[config.mk]
export PLATFORM = sky130hd
export DESIGN_NAME = llki_pp_top
export DESIGN_NICKNAME = d
export VERILOG_FILES = /design/src/llki_pkg.sv /design/src/llki_msg_fsm.sv /design/src/llki_pp_top.sv /design/src/llki_reg_decode.sv /design/src/llki_resp_port.sv
export VERILOG_INCLUDE_DIRS = /design/src
export SDC_FILE = /design/constraint.sdc
export NUM_CORES = 1
export LEC_CHECK = 0
export ABC_AREA = 1
export BUFFER_PORTS_ARGS = -buffer_cell sky130_fd_sc_hd__buf_4
export CAP_MARGIN = 20
export CORE_MARGIN = 2
export CORE_UTILIZATION = 55
export DETAILED_ROUTE_END_ITERATION = 8
export PLACE_DENSITY = 0.91
export SYNTH_ARGS = -nofsm -noshare
export SYNTH_HDL_FRONTEND = slang
export SYNTH_SLANG_ARGS = --single-unit
[constraint.sdc]
create_clock -name clk -period 9.9 [get_ports clk]
set_input_delay 0 -clock clk [delete_from_list [all_inputs] [get_ports clk]]
set_output_delay 0 -clock clk [all_outputs]
set_load 0.05 [all_outputs]
[src/llki_settings.svh]
// Widths assume one 32-bit word for bus, key and header; default addresses suit a single core only
`ifndef LLKI_SETTINGS_SVH
`define LLKI_SETTINGS_SVH

// ----------------------------------------
// Widths and register map
// ----------------------------------------
`define LLKI_DW                 32
`define LLKI_AW                 32
`define LLKI_CTRLSTS_ADDR       32'h0000_0000
`define LLKI_SENDRECV_ADDR      32'h0000_0008

// Control/status bit positions
`define LLKI_STS_READY_BIT      0
`define LLKI_STS_WAITING_BIT    1

// ----------------------------------------
// Message ids
// ----------------------------------------
`define LLKI_MID_LOADKEYREQ     8'h00
`define LLKI_MID_CLEARKEYREQ    8'h01
`define LLKI_MID_KEYSTATUSREQ   8'h02
`define LLKI_MID_LOADKEYACK     8'h03
`define LLKI_MID_CLEARKEYACK    8'h04
`define LLKI_MID_KEYSTATUSRESP  8'h05
`define LLKI_MID_ERRORRESP      8'h06

// Status codes carried in the response header
`define LLKI_ST_GOOD            8'h00
`define LLKI_ST_KEY_PRESENT     8'h01
`define LLKI_ST_KEY_NOT_PRESENT 8'h02
`define LLKI_ST_BAD_MSG_ID      8'h20
`define LLKI_ST_BAD_MSG_LEN     8'h21
`define LLKI_ST_KEY_OVERWRITE   8'h22
`define LLKI_ST_BAD_KEY_LEN     8'h23
`define LLKI_ST_LOSS_OF_SYNC    8'h24

`endif

[src/llki_pkg.sv]
// The header/key union only lines up when LLKI_DW is 32, matching the 16+8+8 header split
`default_nettype none

`include "llki_settings.svh"

package llki_pkg;

  // ----------------------------------------
  // Message header
  // ----------------------------------------
  // Length counts the header itself, so a bare request has length 1
  typedef struct packed {
    logic [15:0] msg_len;
    logic [7:0]  status;
    logic [7:0]  msg_id;
  } llki_hdr_t;

  // ----------------------------------------
  // Send/receive word
  // ----------------------------------------
  // Same bus word seen as a header in idle
  // and as raw key material during a load
  typedef union packed {
    llki_hdr_t             hdr;
    logic [`LLKI_DW-1:0]   raw;
  } llki_word_u;

  // ----------------------------------------
  // Message FSM states
  // ----------------------------------------
  typedef enum logic [2:0] {
    // Waiting for a request header
    st_idle,
    // Header captured, checking id and length
    st_check,
    // Forwarding key words to the core
    st_load_key,
    // Last word sent, waiting for the core
    st_wait_complete,
    // Clear-key handshake in progress
    st_clear_key,
    // Response posted, waiting for host read
    st_wait_read
  } llki_state_e;

endpackage

`default_nettype wire

[src/llki_msg_fsm.sv]
// Host must poll ready-for-key between key words; words arriving outside idle or load are dropped
`timescale 1ns/10ps
`default_nettype none

`include "llki_settings.svh"

module llki_msg_fsm import llki_pkg::*; (
  input  wire                 clk,
  input  wire                 rst,
  // From register decode
  input  wire                 sr_wr_i,
  input  wire llki_word_u     sr_wdata_i,
  // Key sink levels
  input  wire                 key_ready_i,
  input  wire                 key_complete_i,
  input  wire                 clear_key_ack_i,
  // From response port
  input  wire                 resp_pending_i,
  // Key sink drive
  output logic [`LLKI_DW-1:0] key_data_o,
  output logic                key_valid_o,
  output logic                clear_key_o,
  // Response toward the response port
  output logic                resp_post_o,
  output llki_word_u          resp_word_o
);

  llki_state_e state_q;
  llki_state_e state_d;
  llki_hdr_t   hdr_q;
  llki_hdr_t   hdr_d;
  logic        clear_d;
  logic        key_accept;
  logic        post_now;
  logic [7:0]  post_id;
  logic [7:0]  post_st;

  // Length field is filled in by the response port
  function automatic llki_word_u mk_resp(input logic [7:0] id, input logic [7:0] st);
    llki_word_u w;
    w            = '0;
    w.hdr.msg_id = id;
    w.hdr.status = st;
    return w;
  endfunction

  // ----------------------------------------
  // Next state and decisions
  // ----------------------------------------
  always_comb begin
    state_d    = state_q;
    hdr_d      = hdr_q;
    clear_d    = clear_key_o;
    key_accept = 1'b0;
    post_now   = 1'b0;
    post_id    = `LLKI_MID_ERRORRESP;
    post_st    = `LLKI_ST_GOOD;
    case (state_q)
      st_idle: begin
        if (sr_wr_i) begin
          hdr_d   = sr_wdata_i.hdr;
          state_d = st_check;
        end
      end
      st_check: begin
        case (hdr_q.msg_id)
          `LLKI_MID_LOADKEYREQ: begin
            // Header alone carries no key
            if (hdr_q.msg_len <= 16'd1) begin
              post_now = 1'b1;
              post_st  = `LLKI_ST_BAD_MSG_LEN;
            end else if (key_complete_i) begin
              post_now = 1'b1;
              post_st  = `LLKI_ST_KEY_OVERWRITE;
            end else begin
              state_d = st_load_key;
            end
          end
          `LLKI_MID_CLEARKEYREQ: begin
            if (hdr_q.msg_len != 16'd1) begin
              post_now = 1'b1;
              post_st  = `LLKI_ST_BAD_MSG_LEN;
            end else begin
              clear_d = 1'b1;
              state_d = st_clear_key;
            end
          end
          `LLKI_MID_KEYSTATUSREQ: begin
            post_now = 1'b1;
            if (hdr_q.msg_len != 16'd1) begin
              post_st = `LLKI_ST_BAD_MSG_LEN;
            end else begin
              post_id = `LLKI_MID_KEYSTATUSRESP;
              post_st = key_complete_i ? `LLKI_ST_KEY_PRESENT : `LLKI_ST_KEY_NOT_PRESENT;
            end
          end
          default: begin
            post_now = 1'b1;
            post_st  = `LLKI_ST_BAD_MSG_ID;
          end
        endcase
      end
      st_load_key: begin
        if (sr_wr_i) begin
          if (!key_ready_i) begin
            // Word is dropped, host lost track of ready
            post_now = 1'b1;
            post_st  = `LLKI_ST_LOSS_OF_SYNC;
          end else if (key_complete_i) begin
            // Too many words for this core, wipe it first
            hdr_d.msg_id = `LLKI_MID_ERRORRESP;
            hdr_d.status = `LLKI_ST_BAD_KEY_LEN;
            clear_d      = 1'b1;
            state_d      = st_clear_key;
          end else begin
            key_accept = 1'b1;
            // Length still counts the header, so 2 marks the last word
            if (hdr_q.msg_len == 16'd2) begin
              state_d = st_wait_complete;
            end else begin
              hdr_d.msg_len = hdr_q.msg_len - 16'd1;
            end
          end
        end
      end
      st_wait_complete: begin
        if (key_complete_i) begin
          post_now = 1'b1;
          post_id  = `LLKI_MID_LOADKEYACK;
        end
      end
      st_clear_key: begin
        if (clear_key_ack_i) begin
          clear_d  = 1'b0;
          post_now = 1'b1;
          // Error from the load path keeps its own code
          if (hdr_q.msg_id == `LLKI_MID_ERRORRESP) begin
            post_st = hdr_q.status;
          end else begin
            post_id = `LLKI_MID_CLEARKEYACK;
          end
        end
      end
      st_wait_read: begin
        // Pending only rises the edge after the post
        if (!resp_pending_i && !resp_post_o) begin
          state_d = st_idle;
        end
      end
      default: state_d = st_idle;
    endcase
    if (post_now) begin
      state_d = st_wait_read;
    end
  end

  // ----------------------------------------
  // Control registers
  // ----------------------------------------
  always_ff @(posedge clk or posedge rst) begin
    if (rst) begin
      state_q     <= st_idle;
      hdr_q       <= '0;
      clear_key_o <= 1'b0;
      key_valid_o <= 1'b0;
      resp_post_o <= 1'b0;
    end else begin
      state_q     <= state_d;
      hdr_q       <= hdr_d;
      clear_key_o <= clear_d;
      key_valid_o <= key_accept;
      resp_post_o <= post_now;
    end
  end

  // Payload, only meaningful alongside its strobe
  always_ff @(posedge clk) begin
    if (key_accept) begin
      key_data_o <= sr_wdata_i.raw;
    end
    if (post_now) begin
      resp_word_o <= mk_resp(post_id, post_st);
    end
  end

  a_key_vs_clear : assert property (@(posedge clk) disable iff (rst)
    !(key_valid_o && clear_key_o))
    else $error("key word pushed during clear-key");

endmodule

`default_nettype wire

[src/llki_pp_top.sv]
// Register addresses must differ per core; key words are one bus word, accesses whole words
`timescale 1ns/10ps
`default_nettype none

`include "llki_settings.svh"

module llki_pp_top import llki_pkg::*; #(
  parameter logic [`LLKI_AW-1:0] ctrlsts_addr  = `LLKI_CTRLSTS_ADDR,
  parameter logic [`LLKI_AW-1:0] sendrecv_addr = `LLKI_SENDRECV_ADDR
) (
  input  wire                 clk,
  input  wire                 rst,
  // Host register port
  input  wire                 reg_we_i,
  input  wire                 reg_re_i,
  input  wire [`LLKI_AW-1:0]  reg_addr_i,
  input  wire [`LLKI_DW-1:0]  reg_wdata_i,
  output logic                reg_ack_o,
  output logic                reg_err_o,
  output logic [`LLKI_DW-1:0] reg_rdata_o,
  // Key sink
  output logic [`LLKI_DW-1:0] key_data_o,
  output logic                key_valid_o,
  input  wire                 key_ready_i,
  input  wire                 key_complete_i,
  output logic                clear_key_o,
  input  wire                 clear_key_ack_i
);

  logic       sr_wr;
  logic       sr_rd;
  logic       cs_rd;
  llki_word_u sr_wdata;
  logic       resp_post;
  llki_word_u resp_word;
  logic       resp_pending;

  // ----------------------------------------
  // Input side
  // ----------------------------------------
  llki_reg_decode #(
    .ctrlsts_addr  (ctrlsts_addr),
    .sendrecv_addr (sendrecv_addr)
  ) u_reg_decode (
    .clk         (clk),
    .rst         (rst),
    .reg_we_i    (reg_we_i),
    .reg_re_i    (reg_re_i),
    .reg_addr_i  (reg_addr_i),
    .reg_wdata_i (reg_wdata_i),
    .sr_wr_o     (sr_wr),
    .sr_rd_o     (sr_rd),
    .cs_rd_o     (cs_rd),
    .sr_wdata_o  (sr_wdata),
    .reg_ack_o   (reg_ack_o),
    .reg_err_o   (reg_err_o)
  );

  // Message processing
  llki_msg_fsm u_msg_fsm (
    .clk             (clk),
    .rst             (rst),
    .sr_wr_i         (sr_wr),
    .sr_wdata_i      (sr_wdata),
    .key_ready_i     (key_ready_i),
    .key_complete_i  (key_complete_i),
    .clear_key_ack_i (clear_key_ack_i),
    .resp_pending_i  (resp_pending),
    .key_data_o      (key_data_o),
    .key_valid_o     (key_valid_o),
    .clear_key_o     (clear_key_o),
    .resp_post_o     (resp_post),
    .resp_word_o     (resp_word)
  );

  // ----------------------------------------
  // Output side
  // ----------------------------------------
  llki_resp_port u_resp_port (
    .clk            (clk),
    .rst            (rst),
    .resp_post_i    (resp_post),
    .resp_word_i    (resp_word),
    .sr_rd_i        (sr_rd),
    .cs_rd_i        (cs_rd),
    .key_ready_i    (key_ready_i),
    .resp_pending_o (resp_pending),
    .reg_rdata_o    (reg_rdata_o)
  );

endmodule

`default_nettype wire

[src/llki_reg_decode.sv]
// Whole-word accesses only; a write and a read strobe must never share a cycle
`timescale 1ns/10ps
`default_nettype none

`include "llki_settings.svh"

module llki_reg_decode import llki_pkg::*; #(
  parameter logic [`LLKI_AW-1:0] ctrlsts_addr  = `LLKI_CTRLSTS_ADDR,
  parameter logic [`LLKI_AW-1:0] sendrecv_addr = `LLKI_SENDRECV_ADDR
) (
  input  wire                 clk,
  input  wire                 rst,
  // Host register port
  input  wire                 reg_we_i,
  input  wire                 reg_re_i,
  input  wire [`LLKI_AW-1:0]  reg_addr_i,
  input  wire [`LLKI_DW-1:0]  reg_wdata_i,
  // Decoded pulses toward the FSM and response port
  output logic                sr_wr_o,
  output logic                sr_rd_o,
  output logic                cs_rd_o,
  output llki_word_u          sr_wdata_o,
  // Host reply
  output logic                reg_ack_o,
  output logic                reg_err_o
);

  logic cs_hit;
  logic sr_hit;
  logic access;

  // ----------------------------------------
  // Address compare
  // ----------------------------------------
  assign cs_hit = (reg_addr_i == ctrlsts_addr);
  assign sr_hit = (reg_addr_i == sendrecv_addr);
  assign access = reg_we_i | reg_re_i;

  // Same-cycle pulses, no latency added here
  assign sr_wr_o = reg_we_i & sr_hit;
  assign sr_rd_o = reg_re_i & sr_hit;
  assign cs_rd_o = reg_re_i & cs_hit;

  // Header or key word, the FSM picks the view
  assign sr_wdata_o = llki_word_u'(reg_wdata_i);

  // ----------------------------------------
  // Acknowledge and error
  // ----------------------------------------
  // Writes to control/status are accepted and ignored
  // Anything off the two addresses errors in the ack cycle
  always_ff @(posedge clk or posedge rst) begin
    if (rst) begin
      reg_ack_o <= 1'b0;
      reg_err_o <= 1'b0;
    end else begin
      reg_ack_o <= access;
      reg_err_o <= access & ~(cs_hit | sr_hit);
    end
  end

  // Host side must serialize accesses
  a_one_strobe : assert property (@(posedge clk) disable iff (rst)
    !(reg_we_i && reg_re_i))
    else $error("register write and read strobes in the same cycle");

endmodule

`default_nettype wire

[src/llki_resp_port.sv]
// One response slot, no FIFO; a new post must wait until the host has read the last one
`timescale 1ns/10ps
`default_nettype none

`include "llki_settings.svh"

module llki_resp_port import llki_pkg::*; (
  input  wire                 clk,
  input  wire                 rst,
  input  wire                 resp_post_i,
  input  wire llki_word_u     resp_word_i,
  input  wire                 sr_rd_i,
  input  wire                 cs_rd_i,
  input  wire                 key_ready_i,
  output logic                resp_pending_o,
  output logic [`LLKI_DW-1:0] reg_rdata_o
);

  llki_word_u          resp_q;
  logic                ready_q;
  logic                waiting_q;
  logic [`LLKI_DW-1:0] cs_word;

  // ----------------------------------------
  // Response slot
  // ----------------------------------------
  // Every response is a single header word
  always_ff @(posedge clk) begin
    if (resp_post_i) begin
      resp_q             <= resp_word_i;
      resp_q.hdr.msg_len <= 16'd1;
    end else if (sr_rd_i) begin
      resp_q <= '0;
    end
  end

  // Status bits lag their sources by one cycle
  always_ff @(posedge clk or posedge rst) begin
    if (rst) begin
      resp_pending_o <= 1'b0;
      ready_q        <= 1'b0;
      waiting_q      <= 1'b0;
    end else begin
      if (resp_post_i) begin
        resp_pending_o <= 1'b1;
      end else if (sr_rd_i) begin
        resp_pending_o <= 1'b0;
      end
      ready_q   <= key_ready_i;
      waiting_q <= resp_pending_o;
    end
  end

  // ----------------------------------------
  // Read-back
  // ----------------------------------------
  always_comb begin
    cs_word                        = '0;
    cs_word[`LLKI_STS_READY_BIT]   = ready_q;
    cs_word[`LLKI_STS_WAITING_BIT] = waiting_q;
  end

  // Zero outside the ack cycle, and on an empty slot
  always_ff @(posedge clk or posedge rst) begin
    if (rst) begin
      reg_rdata_o <= '0;
    end else if (cs_rd_i) begin
      reg_rdata_o <= cs_word;
    end else if (sr_rd_i && resp_pending_o) begin
      reg_rdata_o <= resp_q.raw;
    end else begin
      reg_rdata_o <= '0;
    end
  end

  // FSM must sit in wait-read until the slot empties
  a_no_overrun : assert property (@(posedge clk) disable iff (rst)
    resp_post_i |-> !resp_pending_o)
    else $error("response posted over an unread one");

endmodule

`default_nettype wire

==> qor.yml <==
min_path:
  hp-start: "key_complete_i"
  hold_depth: 2
  hold_path_class: "in -> reg"
  worstHoldEndpoint: "u_msg_fsm.resp_word_o[2]$_DFFE_PP_"
global_route:
  grt_overflow_total: 0
  busiest_layer: "met2"
  grt_pass1_vias: 4229
  grt_use_met3_pct: 4.230
  grt_max_degree: 56
  grt_use_met2_pct: 44.56
  met1_usage_pct: 26.09
  grt.total_usage_pct: 23.66
  grt_pass1_wl_um: 18720
  antenna_found_initial: 0
route:
  wire_per_inst_um: 14.56
  viasPerCell: 5.221
  first_iter_violations: 309
  drt_first_pass_iters: 5
  via_count: 4271
  drc: 0
  ant_nets: 0
  wirelength_um: 11910
die:
  fp.dieW_um: 100.9
  start_util_pct: 56.16
  rows: 35
  io_pins: 139
  dieArea_um2: 10180
  design.core.area_um2: 9196
  dieHeight_um: 100.9
timing:
  setup_viol: 0
  slew_headroom_pct: 52.28
  hold_viol_final: 0
  fin_crit_ns: 2.712
  period_share_pct: 27.39
  finalSetupTns_ns: 0
  finClkSkew_ns: 0.008291
  fmax_ghz: 0.3688
  whs_ns: 0.03548
  slew_viol_final: 0
  tightest_slew_ns: 0.7158
  rsz0062_at_grt: "false"
worst_setup_path:
  cp.depth: 9
  crit_start: "u_msg_fsm.state_q[2]$_DFFE_PP0P_"
  crit_top_cell: "nor2_1"
  crit_path_end_kind: "register"
  r2r_setup_slack_ns: 7.19
  rr_worst_depth: 9
  cp.arrival_ns: 2.97
  crit_slowest_cell: "nor2_2"
  worst-path-buf-inv: 2
  path_cells: "nor2_4 > nand2_2 > nor2_1 > nor2_1 > nand2_1 > nor2_2 > inv_2 > o31ai_1 > inv_1"
  cp_max_fo: 30
  worstSetupPathType: "reg -> reg"
  timing.rr.end: "u_msg_fsm.hdr_q[1]$_DFFE_PP0P_"
  max_stage_delay_ns: 0.57
  critPathTopFamily: "simple AND/OR/NAND/NOR gates"
  r2r_start: "u_msg_fsm.state_q[2]$_DFFE_PP0P_"
  cp.required_ns: 10.15
  cp-start-kind: "register"
yosys:
  synth-main-ff-cell: "dfrtp_1"
  yosysWarningCount: 0
  seq_area_frac_synth_pct: 58.43
  avgSynthCellArea_um2: 9.408
  netlist_area_um2: 5165
  synthArstFlopShare_pct: 50.00
  ys_ff_latch: 110
  synth.distinct_cells: 38
  synth_edf_count: 54
  synthCells: 549
finish:
  regArea_um2: 3018
  final_common_cell: "buf_4"
  final_core_util_pct: 71.88
  antenna_cells: 0
  multi_input_area_um2: 1752
  syn_to_final_growth_pct: 27.98
  layout-drive-gt1-share_pct: 23.48
  final_nets: 776
  finish.instance_area_um2: 6610
  fillers: 619
  mostFrequentLayoutCells: "buf_4 (121), nand2_1 (113), nor2_1 (70), inv_1 (59), dfrtp_1 (55)"
clock_network:
  cts_root_buffer: "clkbuf_8"
  cts_setup_buffers: 0
  worst_skew_pair.late_latency_ns: 0.37
  cts_made_buffers: 9
  clkTransAtPathRegs_ns: 0.10
  clockBufferDepth: 2
  cts_tree: "built"
  htreeDepth: 3
  cts_sinks: 110
power_and_ir_drop:
  irDropWorstVdd_mv: 0.1369
  power.density_nw_per_um2: 202.1
  p_leak_uw: 0.003071
place:
  port_buffers: 118
  place_congestion: 0.8823
  place_area_um2: 6056
  hpwl_um: 8479
outcome:
  status: "finished, final reports clean"
flow_run:
  cap_violations: 0
-- per-stage QoR --
stage	instances	setup slack (ns)	power, uW
after floorplan	568	5.187	960.2
after global placement	766	7.383	1037
after detailed placement	766	7.236	1058
after CTS	818	7.214	1334
after global routing	818	6.903	1419
final	818	7.188	1336
-- what timing repair did --
item	in CTS	in global routing
hold endpoints to repair	121	0
resized for setup	0	0
hold buffers	36	0
-- flip-flops by register name, indices dropped and copies added (netlist names) --
signal / cells
u_msg_fsm.key_data_o: 32
u_resp_port.resp_pending_o: 1
u_resp_port.reg_rdata_o: 12
u_msg_fsm.clear_key_o: 1
u_msg_fsm.key_valid_o: 1
u_resp_port.waiting_q: 1
u_reg_decode.reg_err_o: 1
u_msg_fsm.state_q: 3
u_msg_fsm.resp_post_o: 1
u_msg_fsm.resp_word_o: 11
u_msg_fsm.hdr_q: 32
u_reg_decode.reg_ack_o: 1
u_resp_port.ready_q: 1
u_resp_port.resp_q: 12
-- how the worst max path moves through the flow --
| stage | slack (ns) | to |
|---|---|---|
| 6_report | 7.19 | u_msg_fsm.hdr_q[1]$_DFFE_PP0P_ |
| 5_1_grt | 6.90 | u_msg_fsm.hdr_q[2]$_DFFE_PP0P_ |
| 4_1_cts | 7.21 | u_msg_fsm.hdr_q[1]$_DFFE_PP0P_ |
| 3_5_place_dp | 7.24 | u_msg_fsm.hdr_q[1]$_DFFE_PP0P_ |
| 3_3_place_gp | 7.38 | u_msg_fsm.hdr_q[1]$_DFFE_PP0P_ |
| 2_1_floorplan | 5.19 | u_msg_fsm.key_data_o[0]$_DFFE_PP_ |
-- cell families (layout without fill, tap and decap cells) --
kind of cell | after synthesis | in the layout | synth area share [%]
simple gates | 265 | 265 | 23.09
fa+ha+maj | 3 | 3 | 0.7268
xor+xnor | 6 | 6 | 1.017
buf+inv | 97 | 236 | 9.157
mux | 1 | 1 | 0.1938
other cells | 1 | 20 | 0.07260
flops | 110 | 110 | 58.43
compound gates | 66 | 66 | 7.316
-- final cells by class --
cell class                      instances  area share, %
Multi-Input combinational cell        361          26.50
Clock inverter                          7          1.060
Sequential cell                       110          45.66
Timing Repair Buffer                  157          19.19
Clock buffer                            9          1.874
Inverter                               63          3.615
Tap cell                              111          2.101
-- routing by layer --
layer | share of wire [%] | up-vias | routed length, um
met4 | 2.5 | 0 | 297
met5 | 0 | - | 0
li1 | - | 2063 | -
met3 | 6.1 | 31 | 722
met2 | 54 | 179 | 6382
met1 | 38 | 1998 | 4503
-- cell usage after synthesis (3+ instances only) --
master	n	area share (%)
nand4_1	7	0.85
o21ai_1	20	1.9
edfxtp_1	54	31
dfrtp_1	55	27
nand2_2	7	0.85
inv_1	60	4.4
nor2_2	5	0.61
nand3_1	40	3.9
o31ai_1	7	1.0
o211ai_1	4	0.58
nor2_4	5	1.1
ha_1	3	0.73
nand2_1	113	8.2
nor3_1	7	0.68
clkbuf_1	5	0.36
buf_4	21	3.1
a21oi_1	8	0.78
nor2_1	70	5.1
nor4_1	3	0.36
xor2_1	6	1.0
o21ai_0	22	2.1
buf_2	4	0.39
nand2_4	3	0.65
buf_6	3	0.65
-- worst register-to-register path: cells and delay by family, from the launching register on --
family	cells	cell delay, ns
buf+inv	2	0.31
flops	1	0.47
simple gates	6	1.55
compound gates	1	0.27
-- report_power, final --
part,internal [uW],switching (uW),leakage [uW]
Clock,118,151,0.0000998
Sequential,578,60.3,0.00116
Combinational,141,288,0.00182
Total,837,499,0.00307
No activity file was read; power rests on OpenSTA's default activity.
